### src/common/video_pkg.sv
// raster and pixel types shared by the timing generator, pixel pipeline and checker
// a file refers to these by scoped name
package video_pkg;

   // ------------------------------
   // scalar types
   // ------------------------------

   // one pixel colour, red in bit 2, green in bit 1, blue in bit 0
   typedef logic [2:0] rgb_t;

   // pixel or line number inside the active area
   typedef logic [9:0] coord_t;

   // ------------------------------
   // per-clock video structs
   // ------------------------------

   // timing generator output, one per pixel clock
   typedef struct packed {
      logic   hsync_n;
      logic   vsync_n;
      logic   de;
      // single clock pulse at count 0,0
      logic   frame_start;
      coord_t x;
      coord_t y;
   } raster_t;

   // pipeline output, same syncs as the raster plus the colour
   typedef struct packed {
      logic   hsync_n;
      logic   vsync_n;
      logic   de;
      rgb_t   rgb;
      coord_t x;
      coord_t y;
   } pixel_t;

   // idle values, syncs inactive and everything else zero
   localparam raster_t RASTER_IDLE = '{hsync_n: 1'b1, vsync_n: 1'b1, default: '0};
   localparam pixel_t PIXEL_IDLE = '{hsync_n: 1'b1, vsync_n: 1'b1, default: '0};

endpackage

### src/common/wb_regs_pkg.sv
// Wishbone bus structs, register map and display modes of the VGA register port
// the tile write request to the tile RAM is defined here as well
package wb_regs_pkg;

   // ------------------------------
   // bus widths and structs
   // ------------------------------

   // word address and data width of the register port
   localparam int WB_AW = 14;
   localparam int WB_DW = 32;

   // master to slave, held until ack
   typedef struct packed {
      logic             cyc;
      logic             stb;
      logic             we;
      logic [WB_AW-1:0] adr;
      logic [WB_DW-1:0] dat;
   } wb_m2s_t;

   // slave to master, dat valid while ack is high
   typedef struct packed {
      logic             ack;
      logic [WB_DW-1:0] dat;
   } wb_s2m_t;

   // ------------------------------
   // register map
   // ------------------------------

   // pixel source selected by REG_CTRL bits 1:0
   typedef enum logic [1:0] {
      MODE_BLACK = 2'd0,
      MODE_SOLID = 2'd1,
      MODE_BARS  = 2'd2,
      MODE_TILES = 2'd3
   } disp_mode_e;

   localparam logic [WB_AW-1:0] REG_CTRL   = 14'd0;
   localparam logic [WB_AW-1:0] REG_SOLID  = 14'd1;
   // read only, wraps
   localparam logic [WB_AW-1:0] REG_FRAMES = 14'd2;

   // address bit that selects the tile RAM, tile index in the low bits
   localparam int TILE_SEL_BIT = 13;
   localparam int TILE_AW = 12;

   // one tile colour write from the bus side
   typedef struct packed {
      logic               we;
      logic [TILE_AW-1:0] addr;
      video_pkg::rgb_t    rgb;
   } tile_wr_t;

endpackage

### src/logic/tile_ram.sv
// simple dual-port tile colour memory, host write port and video read port
// depth is one word per tile of the active area
`timescale 1ns/1ps

module tile_ram #(
   parameter int H_ACTIVE   = 640,
   parameter int V_ACTIVE   = 480,
   parameter int TILE_SHIFT = 4
) (
   input  logic                            i_clk_25MHz,
   input  wb_regs_pkg::tile_wr_t           i_wr,
   input  logic [wb_regs_pkg::TILE_AW-1:0] i_rd_addr,
   output video_pkg::rgb_t                 o_rd_rgb
);

   // tile grid of the active area
   localparam int TILES_X = H_ACTIVE >> TILE_SHIFT;
   localparam int TILES_Y = V_ACTIVE >> TILE_SHIFT;
   localparam int DEPTH   = TILES_X * TILES_Y;
   localparam int IDX_W   = (DEPTH > 1) ? $clog2(DEPTH) : 1;

   video_pkg::rgb_t mem [DEPTH];

   // host port, indices past the grid are dropped
   always_ff @(posedge i_clk_25MHz) begin
      if (i_wr.we && (int'(i_wr.addr) < DEPTH)) begin
         mem[i_wr.addr[IDX_W-1:0]] <= i_wr.rgb;
      end
   end

   // video port, word valid one clock after the address
   always_ff @(posedge i_clk_25MHz) begin
      if (int'(i_rd_addr) < DEPTH) begin
         o_rd_rgb <= mem[i_rd_addr[IDX_W-1:0]];
      end else begin
         o_rd_rgb <= '0;
      end
   end

endmodule

### src/logic/wb_regs.sv
// Wishbone classic slave for the VGA control registers and frame counter
// accesses with address bit 13 set become tile RAM writes
`timescale 1ns/1ps

module wb_regs (
   input  logic                    i_clk_25MHz,
   input  logic                    i_reset,
   input  wb_regs_pkg::wb_m2s_t    i_wb,
   output wb_regs_pkg::wb_s2m_t    o_wb,
   input  video_pkg::raster_t      i_raster,
   output wb_regs_pkg::disp_mode_e o_mode,
   output video_pkg::rgb_t         o_solid,
   output wb_regs_pkg::tile_wr_t   o_tile_wr
);

   logic                                req;
   logic                                tile_sel;
   logic                                ack_q;
   logic [wb_regs_pkg::WB_DW-1:0]       rd_dat_next;
   logic [wb_regs_pkg::WB_DW-1:0]       rd_dat_q;
   logic [wb_regs_pkg::WB_DW-1:0]       frame_cnt;
   wb_regs_pkg::disp_mode_e             mode_q;
   video_pkg::rgb_t                     solid_q;
   logic                                tile_we_q;
   logic [wb_regs_pkg::TILE_AW-1:0]     tile_addr_q;
   video_pkg::rgb_t                     tile_rgb_q;

   // ------------------------------
   // decode
   // ------------------------------

   // new request, ack low blocks a second ack in a row
   assign req = i_wb.cyc && i_wb.stb && !ack_q;
   assign tile_sel = i_wb.adr[wb_regs_pkg::TILE_SEL_BIT];

   // read mux, tile RAM and unmapped addresses read zero
   always_comb begin
      rd_dat_next = '0;
      if (!tile_sel) begin
         case (i_wb.adr)
            wb_regs_pkg::REG_CTRL:   rd_dat_next[1:0] = mode_q;
            wb_regs_pkg::REG_SOLID:  rd_dat_next[2:0] = solid_q;
            wb_regs_pkg::REG_FRAMES: rd_dat_next = frame_cnt;
            default:                 rd_dat_next = '0;
         endcase
      end
   end

   // ------------------------------
   // handshake and control registers
   // ------------------------------
   always_ff @(posedge i_clk_25MHz) begin
      if (i_reset) begin
         ack_q     <= 1'b0;
         tile_we_q <= 1'b0;
         mode_q    <= wb_regs_pkg::MODE_BLACK;
         solid_q   <= '0;
      end else begin
         // ack one clock after the request
         ack_q     <= req;
         // tile write request lines up with ack
         tile_we_q <= req && i_wb.we && tile_sel;
         if (req && i_wb.we && !tile_sel) begin
            case (i_wb.adr)
               wb_regs_pkg::REG_CTRL:  mode_q <= wb_regs_pkg::disp_mode_e'(i_wb.dat[1:0]);
               wb_regs_pkg::REG_SOLID: solid_q <= i_wb.dat[2:0];
               default: ;
            endcase
         end
      end
   end

   // read data and tile write payload, loaded on each request
   always_ff @(posedge i_clk_25MHz) begin
      if (req) begin
         rd_dat_q    <= rd_dat_next;
         tile_addr_q <= i_wb.adr[wb_regs_pkg::TILE_AW-1:0];
         tile_rgb_q  <= i_wb.dat[2:0];
      end
   end

   // frames seen by the timing generator, wraps
   always_ff @(posedge i_clk_25MHz) begin
      if (i_reset) begin
         frame_cnt <= '0;
      end else if (i_raster.frame_start) begin
         frame_cnt <= frame_cnt + 1'b1;
      end
   end

   // ------------------------------
   // outputs
   // ------------------------------
   assign o_wb      = '{ack: ack_q, dat: rd_dat_q};
   assign o_mode    = mode_q;
   assign o_solid   = solid_q;
   assign o_tile_wr = '{we: tile_we_q, addr: tile_addr_q, rgb: tile_rgb_q};

   // classic cycle, every ack is a single clock
   a_ack_single: assert property (@(posedge i_clk_25MHz) disable iff (i_reset)
      o_wb.ack |=> !o_wb.ack);

endmodule

### src/vga/vga_timing.sv
// VGA raster timing, counts pixels and lines at the pixel clock
// emits registered syncs, data enable and active-area position
`timescale 1ns/1ps

module vga_timing #(
   parameter int H_ACTIVE = 640,
   parameter int H_FP     = 16,
   parameter int H_SYNC   = 96,
   parameter int H_BP     = 48,
   parameter int V_ACTIVE = 480,
   parameter int V_FP     = 10,
   parameter int V_SYNC   = 2,
   parameter int V_BP     = 33
) (
   input  logic               i_clk_25MHz,
   input  logic               i_reset,
   output video_pkg::raster_t o_raster
);

   // blanking comes first, active video last in each line and frame
   localparam int H_BLANK = H_FP + H_SYNC + H_BP;
   localparam int V_BLANK = V_FP + V_SYNC + V_BP;
   localparam int H_TOTAL = H_BLANK + H_ACTIVE;
   localparam int V_TOTAL = V_BLANK + V_ACTIVE;

   // counter compare points, in counter width
   localparam video_pkg::coord_t H_LAST       = video_pkg::coord_t'(H_TOTAL - 1);
   localparam video_pkg::coord_t V_LAST       = video_pkg::coord_t'(V_TOTAL - 1);
   localparam video_pkg::coord_t H_SYNC_START = video_pkg::coord_t'(H_FP);
   localparam video_pkg::coord_t H_SYNC_END   = video_pkg::coord_t'(H_FP + H_SYNC);
   localparam video_pkg::coord_t V_SYNC_START = video_pkg::coord_t'(V_FP);
   localparam video_pkg::coord_t V_SYNC_END   = video_pkg::coord_t'(V_FP + V_SYNC);
   localparam video_pkg::coord_t H_ACT_START  = video_pkg::coord_t'(H_BLANK);
   localparam video_pkg::coord_t V_ACT_START  = video_pkg::coord_t'(V_BLANK);

   video_pkg::coord_t h_cnt;
   video_pkg::coord_t v_cnt;
   logic              h_sync_span;
   logic              v_sync_span;
   logic              active;

   // ------------------------------
   // pixel and line counters
   // ------------------------------
   always_ff @(posedge i_clk_25MHz) begin
      if (i_reset) begin
         h_cnt <= '0;
         v_cnt <= '0;
      end else if (h_cnt == H_LAST) begin
         // end of line, step the line counter
         h_cnt <= '0;
         v_cnt <= (v_cnt == V_LAST) ? '0 : v_cnt + 1'b1;
      end else begin
         h_cnt <= h_cnt + 1'b1;
      end
   end

   // sync spans follow the front porch
   assign h_sync_span = (h_cnt >= H_SYNC_START) && (h_cnt < H_SYNC_END);
   assign v_sync_span = (v_cnt >= V_SYNC_START) && (v_cnt < V_SYNC_END);
   // both counters past blanking
   assign active = (h_cnt >= H_ACT_START) && (v_cnt >= V_ACT_START);

   // ------------------------------
   // registered raster output
   // ------------------------------
   // describes the counter state of the previous clock
   always_ff @(posedge i_clk_25MHz) begin
      if (i_reset) begin
         o_raster <= video_pkg::RASTER_IDLE;
      end else begin
         o_raster.hsync_n     <= !h_sync_span;
         o_raster.vsync_n     <= !v_sync_span;
         o_raster.de          <= active;
         o_raster.frame_start <= (h_cnt == '0) && (v_cnt == '0);
         // position is zero outside the active area
         o_raster.x           <= active ? h_cnt - H_ACT_START : '0;
         o_raster.y           <= active ? v_cnt - V_ACT_START : '0;
      end
   end

   // line counter wraps before the line total
   a_h_in_line: assert property (@(posedge i_clk_25MHz) disable iff (i_reset)
      int'(h_cnt) < H_TOTAL);

endmodule

### src/vga/pixel_pipe.sv
// two-stage pixel pipeline that picks each pixel colour from the display mode
// keeps syncs and position aligned with the colour over 2 clocks of latency
`timescale 1ns/1ps

module pixel_pipe #(
   parameter int H_ACTIVE   = 640,
   parameter int TILE_SHIFT = 4
) (
   input  logic                                 i_clk_25MHz,
   input  logic                                 i_reset,
   input  video_pkg::raster_t                   i_raster,
   input  wb_regs_pkg::disp_mode_e              i_mode,
   input  video_pkg::rgb_t                      i_solid,
   output logic [wb_regs_pkg::TILE_AW-1:0]      o_tile_addr,
   input  video_pkg::rgb_t                      i_tile_rgb,
   output video_pkg::pixel_t                    o_pixel
);

   typedef logic [wb_regs_pkg::TILE_AW-1:0] tile_addr_t;

   // tiles in one row of the active area
   localparam int TILES_X = H_ACTIVE >> TILE_SHIFT;

   video_pkg::raster_t raster_s1;
   logic [2:0]         bar_next;
   logic [2:0]         bar_s1;
   video_pkg::rgb_t    rgb_next;

   // ------------------------------
   // stage 1
   // ------------------------------

   // the RAM registers the tile index of the incoming pixel this clock
   assign o_tile_addr = tile_addr_t'(int'(i_raster.y >> TILE_SHIFT) * TILES_X
                                     + int'(i_raster.x >> TILE_SHIFT));

   // eight equal bars across the line
   assign bar_next = 3'((int'(i_raster.x) * 8) / H_ACTIVE);

   // hold the raster while the RAM read is in flight
   always_ff @(posedge i_clk_25MHz) begin
      if (i_reset) begin
         raster_s1 <= video_pkg::RASTER_IDLE;
      end else begin
         raster_s1 <= i_raster;
      end
   end

   always_ff @(posedge i_clk_25MHz) begin
      bar_s1 <= bar_next;
   end

   // ------------------------------
   // stage 2
   // ------------------------------

   // colour by mode and black outside the active area
   always_comb begin
      rgb_next = '0;
      if (raster_s1.de) begin
         case (i_mode)
            wb_regs_pkg::MODE_SOLID: rgb_next = i_solid;
            // first bar is white and the last is black
            wb_regs_pkg::MODE_BARS:  rgb_next = 3'd7 - bar_s1;
            // RAM word for this pixel arrives now
            wb_regs_pkg::MODE_TILES: rgb_next = i_tile_rgb;
            default:                 rgb_next = '0;
         endcase
      end
   end

   always_ff @(posedge i_clk_25MHz) begin
      if (i_reset) begin
         o_pixel <= video_pkg::PIXEL_IDLE;
      end else begin
         o_pixel.hsync_n <= raster_s1.hsync_n;
         o_pixel.vsync_n <= raster_s1.vsync_n;
         o_pixel.de      <= raster_s1.de;
         o_pixel.rgb     <= rgb_next;
         o_pixel.x       <= raster_s1.x;
         o_pixel.y       <= raster_s1.y;
      end
   end

   // no colour during blanking
   a_blank_black: assert property (@(posedge i_clk_25MHz) disable iff (i_reset)
      !o_pixel.de |-> (o_pixel.rgb == '0));

endmodule

### src/vga/vga_top.sv
// VGA display subsystem top, Wishbone register port in and VGA signals out
// raster geometry and tile size are set here and passed down
`timescale 1ns/1ps

module vga_top #(
   parameter int H_ACTIVE   = 640,
   parameter int H_FP       = 16,
   parameter int H_SYNC     = 96,
   parameter int H_BP       = 48,
   parameter int V_ACTIVE   = 480,
   parameter int V_FP       = 10,
   parameter int V_SYNC     = 2,
   parameter int V_BP       = 33,
   // log2 of the tile edge in pixels
   parameter int TILE_SHIFT = 4
) (
   input  logic                 i_clk_25MHz,
   input  logic                 i_reset,
   input  wb_regs_pkg::wb_m2s_t i_wb,
   output wb_regs_pkg::wb_s2m_t o_wb,
   // active low syncs
   output logic                 o_hsync,
   output logic                 o_vsync,
   output logic                 o_de,
   output logic                 o_red,
   output logic                 o_green,
   output logic                 o_blue,
   output video_pkg::coord_t    o_x,
   output video_pkg::coord_t    o_y
);

   video_pkg::raster_t                raster;
   video_pkg::pixel_t                 pixel;
   wb_regs_pkg::disp_mode_e           mode;
   video_pkg::rgb_t                   solid;
   wb_regs_pkg::tile_wr_t             tile_wr;
   logic [wb_regs_pkg::TILE_AW-1:0]   tile_rd_addr;
   video_pkg::rgb_t                   tile_rd_rgb;

   // host side
   wb_regs u_regs (
      .i_clk_25MHz (i_clk_25MHz),
      .i_reset     (i_reset),
      .i_wb        (i_wb),
      .o_wb        (o_wb),
      .i_raster    (raster),
      .o_mode      (mode),
      .o_solid     (solid),
      .o_tile_wr   (tile_wr)
   );

   tile_ram #(
      .H_ACTIVE   (H_ACTIVE),
      .V_ACTIVE   (V_ACTIVE),
      .TILE_SHIFT (TILE_SHIFT)
   ) u_tile_ram (
      .i_clk_25MHz (i_clk_25MHz),
      .i_wr        (tile_wr),
      .i_rd_addr   (tile_rd_addr),
      .o_rd_rgb    (tile_rd_rgb)
   );

   // video side
   vga_timing #(
      .H_ACTIVE (H_ACTIVE),
      .H_FP     (H_FP),
      .H_SYNC   (H_SYNC),
      .H_BP     (H_BP),
      .V_ACTIVE (V_ACTIVE),
      .V_FP     (V_FP),
      .V_SYNC   (V_SYNC),
      .V_BP     (V_BP)
   ) u_timing (
      .i_clk_25MHz (i_clk_25MHz),
      .i_reset     (i_reset),
      .o_raster    (raster)
   );

   pixel_pipe #(
      .H_ACTIVE   (H_ACTIVE),
      .TILE_SHIFT (TILE_SHIFT)
   ) u_pipe (
      .i_clk_25MHz (i_clk_25MHz),
      .i_reset     (i_reset),
      .i_raster    (raster),
      .i_mode      (mode),
      .i_solid     (solid),
      .o_tile_addr (tile_rd_addr),
      .i_tile_rgb  (tile_rd_rgb),
      .o_pixel     (pixel)
   );

   // unpack the pixel onto the output pins
   assign o_hsync = pixel.hsync_n;
   assign o_vsync = pixel.vsync_n;
   assign o_de    = pixel.de;
   assign o_red   = pixel.rgb[2];
   assign o_green = pixel.rgb[1];
   assign o_blue  = pixel.rgb[0];
   assign o_x     = pixel.x;
   assign o_y     = pixel.y;

endmodule

### config.mk
export PLATFORM = sky130hd
export DESIGN_NAME = vga_top
export DESIGN_NICKNAME = d
export VERILOG_FILES = /design/src/common/video_pkg.sv /design/src/common/wb_regs_pkg.sv /design/src/logic/tile_ram.sv /design/src/logic/wb_regs.sv /design/src/vga/vga_timing.sv /design/src/vga/pixel_pipe.sv /design/src/vga/vga_top.sv
export SDC_FILE = /design/constraint.sdc
export NUM_CORES = 2
export LEC_CHECK = 0
export ABC_AREA = 1
export BUFFER_PORTS_ARGS = -buffer_cell sky130_fd_sc_hd__clkbuf_2
export CELL_PAD_IN_SITES_DETAIL_PLACEMENT = 1
export CELL_PAD_IN_SITES_GLOBAL_PLACEMENT = 1
export CORE_MARGIN = 3
export CORE_UTILIZATION = 51
export DETAILED_ROUTE_END_ITERATION = 8
export PLACE_DENSITY = 0.87
export SLEW_MARGIN = 20
export SYNTH_ARGS = -nofsm -noshare
export SYNTH_HDL_FRONTEND = slang
export SYNTH_SLANG_ARGS = --single-unit
### constraint.sdc
create_clock -name i_clk_25MHz -period 20.6 [get_ports i_clk_25MHz]
set_input_delay 1.03 -clock i_clk_25MHz [delete_from_list [all_inputs] [get_ports i_clk_25MHz]]
set_output_delay 1.03 -clock i_clk_25MHz [all_outputs]
set_load 0.05 [all_outputs]
==> Yosys cells after proc, flatten, opt, wreduce, memory -nomap -nowiden <==
Memories as Yosys holds them, arrays and structs flattened. A register that Yosys moved wholly into a read port is not among the register bits.
Index checks and enable logic that the tools add are counted.
{ "totals": {"register_bits": 182, "ram_bits": 3600, "in_bits": 51, "output_inout_bits": 59, "wordCells": 87, "mem_count": 1} }
{ "mem_list": {"columns": ["name", "words", "word_bits", "read_ports", "rd_ports_with_merged_regs", "wr", "line_no", "rtl"], "rows": [
  ["u_tile_ram.mem", 1200, 3, 1, 1, 1, "tile_ram.sv:22", "video_pkg::rgb_t mem [DEPTH];"]
]} }
{ "classes": {"add_sub_neg": 7, "n_mul": 1, "div_mod_pow": 1, "order_cmp": 8, "eq_ne": 7, "n_mux": 6, "bitwise": 3, "reduce_logical": 24} }
{ "op_table": {"columns": ["op", "n"], "rows": [
  ["$add A32 B1 Y32 const B", 1],
  ["$div A14 B11 Y32 const B", 1],
  ["$lt A12 B11 Y1 const B", 2],
  ["$add A10 B1 Y10 const B", 2],
  ["$eq A10 B10 Y1 const B", 2],
  ["$logic_not A10 Y1", 2],
  ["$eq A14 B1 Y1 const B", 1],
  ["$eq A14 B2 Y1 const B", 1],
  ["$logic_not A14 Y1", 1],
  ["$add A12 B7 Y12", 1],
  ["$ge A10 B4 Y1 const B", 1],
  ["$ge A10 B5 Y1 const B", 1],
  ["$ge A10 B6 Y1 const B", 1],
  ["$ge A10 B8 Y1 const B", 1],
  ["$logic_and A1 B1 Y1", 10],
  ["$lt A10 B4 Y1 const B", 1],
  ["$lt A10 B7 Y1 const B", 1],
  ["$mux W10", 1],
  ["$sub A10 B6 Y10 const B", 1],
  ["$sub A10 B8 Y10 const B", 1],
  ["$mul A6 B3 Y9 const B", 1],
  ["$pmux W3 S3", 1],
  ["$reduce_or A2 Y1", 4],
  ["$pmux W2 S3", 1],
  ["8 further kinds", 17]
]} }

==> Depth between registers and ports, before layout <==
{ "depth": {"depth_word": 5, "depth_mapped": 21, "depth_no_buf": 19} }

==> Hierarchy <==
From an unflattened synthesis, not the netlist that was laid out.
{ "hier_totals": {"hier_cells": 14432, "area_unflattened_um2": 159198.9} }
{ "modules_own_cells": {"columns": ["mod", "n_inst", "cells_each", "area_each_um2", "seq_area_each_um2"], "rows": [
  ["tile_ram", 1, 13421, 150942.3, 108163.7],
  ["wb_regs", 1, 450, 3887.5, 2192.1],
  ["pixel_pipe", 1, 278, 2217.1, 1041.0],
  ["vga_timing", 1, 283, 2152.1, 880.8]
]} }

==> Least setup slack after synthesis <==
OpenSTA, ideal clock, no wires.
{ "synth_path": {"kind": "register to register", "startpoint": "register u_regs.tile_rgb_q[0]", "endpoint": "memory u_tile_ram.mem[0][0] in the netlist's numbering (data pin)", "setup_ps": 3095, "arrival_ps": 14032, "required_time_ps": 17505, "setup_slack_ps": 3473, "path_stages_with_launch": 1, "n_path_buf": 0, "period_less_slack_ps": 17127, "path_cell_list": "edfxtp_1"} }
{ "synth_rtl": {"columns": ["element", "line_no", "rtl"], "rows": [
  ["start: declaration", "wb_regs.sv:26", "video_pkg::rgb_t tile_rgb_q;"],
  ["start signal: assignment", "wb_regs.sv:78", "tile_rgb_q <= i_wb.dat[2:0];"],
  ["end: declaration", "tile_ram.sv:22", null]
]} }
No word-level cell before the write port.

==> Worst setup path after layout <==
{ "layout_path": {"startpoint": "register u_timing.o_raster[14] in the netlist's numbering", "endpoint": "register u_tile_ram.o_rd_rgb[1], read port of u_tile_ram.mem"} }
{ "layout_via": {"elab_chain_cells": 3} }
{ "layout_lines": {"columns": ["element", "line_no", "rtl"], "rows": [
  ["start: declaration", "vga_timing.sv:17", "output video_pkg::raster_t o_raster"],
  ["start signal: assignment", "vga_timing.sv:70", "o_raster <= video_pkg::RASTER_IDLE;"],
  ["$add A12 B7 Y12 *", "pixel_pipe.sv:35", "+ int'(i_raster.x >> TILE_SHIFT));"],
  ["$lt A12 B11 Y1", "tile_ram.sv:33", "if (int'(i_rd_addr) < DEPTH) begin"],
  ["$logic_not A1 Y1 (no source line)", null, null],
  ["end: declaration", "tile_ram.sv:13", "output video_pkg::rgb_t o_rd_rgb"]
]} }
Every way passes the cells marked *; elsewhere a longest branch is shown, timed or not.
A chain may end at the register's enable or synchronous reset.

==> impl_metrics.yaml <==
global_routing:
  grt_max_degree: 218
  grt_pass1_wl_microns: 830000
  grt_pass1_vias: 129000
  track_usage: 0.350
  overflow: 0
  antenna_found_initial: 28
cells_and_area:
  nNetsFinal: 14800
  area_growth_pct: 9.76
  ff_latch_area_sq_um: 112000
  fillers: 32400
  multiInputGateArea_sq_um: 39900
  drive_above_1_share: 0.0645
  fin_area_sq_um: 175000
critical_path:
  end_kind: "register"
  r2r-end: "u_tile_ram.o_rd_rgb[1]"
  crit_chain: "nand2_4 > inv_8 > buf_4 > buf_4 > buf_4 > nand2_1 > nand3_1 > nand2_1 > nand2_1 > nand3_1 > nand3_1 > nand3_1 > nand2_1 > nand2_1 > nand2_1 > nand3_1 > nand3_1 > nand2_1 > inv_1"
  startpoint: "u_timing.o_raster[14]"
  crit_fanout: 133
  reg2reg_setup_slack_ns: 13.88
  crit_path_end: "u_tile_ram.o_rd_rgb[1]"
  reg2reg_from: "u_timing.o_raster[14]"
  cp_slowest_stage_delay_ns: 0.84
  worstPathArrival_ns: 7.62
  cp_common_cell: "nand2_1"
  crit_path_start_kind: "register"
  reg2reg_depth: 19
  required_ns: 21.51
  slowest_stage: "dfxtp_4"
  path_class: "register to register"
floorplan:
  die_area_sq_um: 319000
  start_util: 0.514
  io_pins: 110
  core-area_sq_um: 310000
  die_x_microns: 565
  rows: 204
  die_y_microns: 565
timing:
  holdWs_ns: 0.294
  fin_skew_ns: 0.0677
  rsz0062_at_grt: "false"
  min_period_ns: 6.72
  tightest_slew_ns: 1.27
  report.final.slew_viol_count: 0
  tns_ns: 0
  maxSlewHeadroom: 0.155
  fmax_mhz: 149
  hold_viol_final: 0
  setup_viol: 0
  timing.final.ws_setup_ns: 13.88
  fin_crit_sh: 0.326
hold_path:
  hold_class: "primary input to register"
synth:
  synthTopCellsByArea: "edfxtp_1 (69%), nand2_1 (11%), nor2_1 (5.2%), nand3_1 (3.9%), inv_1 (2.0%)"
  async_flop_share: 0
  synth_area_leader_cell: "edfxtp_1"
  ys_warn_count: 0
  avgSynthCellArea_sq_um: 10.6
  ys.flop_type: "edfxtp_1"
  synth_top_cell_area_share: 0.687
  ys_ff_latch: 3785
  synth_edf_count: 3647
  yosysUniqueCellTypes: 49
  syn_inst: 15000
  yosysSeqAreaShare: 0.705
  syn_area_sq_um: 159000
  synth_fp_nets: 15100
  yosys.cell_count.top_type: "nand2_1"
  yosys-top-cells-count: "nand2_1 (4511), edfxtp_1 (3647), nor2_1 (2205)"
detailed_routing:
  drt_pass1_iterations: 6
  viasPerCell: 6.34
  routed_wl_microns: 570000
  vias: 121000
  wl_per_cell_microns: 29.8
  drtIter0Drc: 17400
  detail-route-antenna-nets: 0
  drcViolationCount: 0
placed_design:
  place_ws_ns: 14.42
  port_buffers: 80
  gp_congestion: 0.862
  hpwlAfterDp_microns: 300000
  dpl_cell_area_sq_um: 163000
pwr:
  pwr-share-clk: 0.446
  p_int_w: 0.0123
  power_leakage_nw: 62.8
  power_density_nw_per_um2: 88.3
  ir_drop_v: 0.0000936
  switching_power_w: 0.00319
  p_sw_frac: 0.207
  p_seq_frac: 0.544
  p_comb_frac: 0.009
clock_tree:
  cts_tree: "done"
  cts_buffers: 378
  clk-insertion-delay-late_ns: 0.95
  cts-resized-gates: 0
  hold_buffers: 0
  cts-root-buf: "clkbuf_16"
  cts_setup_buffers: 0
  cts.sinks: 3785
  clkTransAtPathRegs_ns: 0.07
  htreeDepth: 5
  clockBufferDepth: 4
flow_run:
  maxCapViolations: 0
outcome:
  status: "complete, no violations"
cell type report:
cell class | instances | area share
timing repair buffer | 298 | 0.0135
tap | 4120 | 0.0295
clock buffer | 467 | 0.0574
clock inverter | 208 | 0.0107
inverter | 866 | 0.0188
multi-input combinational | 9388 | 0.228
antenna | 21 | 0.000300
sequential | 3785 | 0.642
layer usage:
metal,GRT usage,share of wire,up-vias
met2,0.563,0.47,9227
met3,0.0874,0.11,2665
li1,-,-,49700
met1,0.409,0.33,59900
met5,0,0.00040,-
met4,0.256,0.082,30
kinds of logic after synthesis:
group,share of synthesized area
adder cells (fa/ha/maj),0.00198
buffers and inverters,0.0475
AND/OR/NAND/NOR,0.206
AO/OA/AOI/OAI,0.0389
XOR/XNOR,0.000707
flip-flops,0.705
through the flow:
step | cells | util | power (W)
floorplan | 15000 | - | 0.00874
global placement | 18500 | 0.526 | 0.00871
detailed placement | 18500 | 0.526 | 0.00871
CTS | 19100 | 0.564 | 0.0154
global route | 19100 | 0.564 | 0.0157
finish | 19200 | 0.565 | 0.0154
sequential cells by signal, summed over array words and instances (netlist names), 10 cells and up:
signal              cells
u_regs.rd_dat_q        32
u_tile_ram.mem       3600
u_timing.h_cnt         10
u_timing.o_raster      24
u_regs.tile_addr_q     12
u_pipe.raster_s1       23
u_timing.v_cnt         10
u_pipe.o_pixel         26
u_regs.frame_cnt       32
critical path, delay by kind of cell (launching register included):
family | cells | cell delay (ns)
simple gates | 14 | 2.56
flops | 1 | 0.84
buf+inv | 5 | 3.02
power by group through the flow:
stage	Clock, W	Sequential [W]	Combinational [W]
final	0.00689	0.00841	0.000145
after global routing	0.00717	0.00840	0.000152
after CTS	0.00688	0.00841	0.000140
after detailed placement	0	0.00857	0.000139
after global placement	0	0.00857	0.000134
after floorplan	0	0.00872	0.0000160
layout by cell type (no fill, tap or decap), types with 13 or more instances in the layout:
cell type | Yosys | final
nand2_1 | 4511 | 4491
edfxtp_1 | 3647 | 3647
nor2_1 | 2205 | 2203
nand3_1 | 1234 | 1234
inv_1 | 855 | 854
a21oi_1 | 518 | 518
o21ai_0 | 463 | 463
clkbuf_16 | 0 | 387
buf_4 | 57 | 193
dfxtp_1 | 138 | 135
clkinv_1 | 4 | 81
clkbuf_2 | 0 | 80
clkbuf_1 | 370 | 74
clkinv_2 | 0 | 72
o211ai_1 | 66 | 66
or2_2 | 66 | 66
nand4_1 | 61 | 61
nor3_1 | 74 | 58
a22oi_1 | 54 | 54
nand2_4 | 0 | 33
bufinv_16 | 0 | 30
buf_12 | 0 | 24
diode_2 | 0 | 21
ha_1 | 22 | 21
nor3_2 | 4 | 20
o2111ai_1 | 13 | 13
clkinvlp_4 | 0 | 13
how the worst min path moves through the flow:
stage,from,to,slack (ns),cells past startpoint
6_report,i_wb[39],u_regs.tile_addr_q[7],0.29,1
5_1_grt,i_wb[42],u_regs.tile_addr_q[10],0.28,1
4_1_cts,i_wb[39],u_regs.tile_addr_q[7],0.27,1
3_5_place_dp,u_timing.o_raster[10],u_pipe.raster_s1[10],0.40,2
3_3_place_gp,u_timing.o_raster[10],u_pipe.raster_s1[10],0.39,2
2_1_floorplan,u_pipe.raster_s1[0],u_pipe.o_pixel[0],0.39,2
No activity file was read; power rests on OpenSTA's default activity.
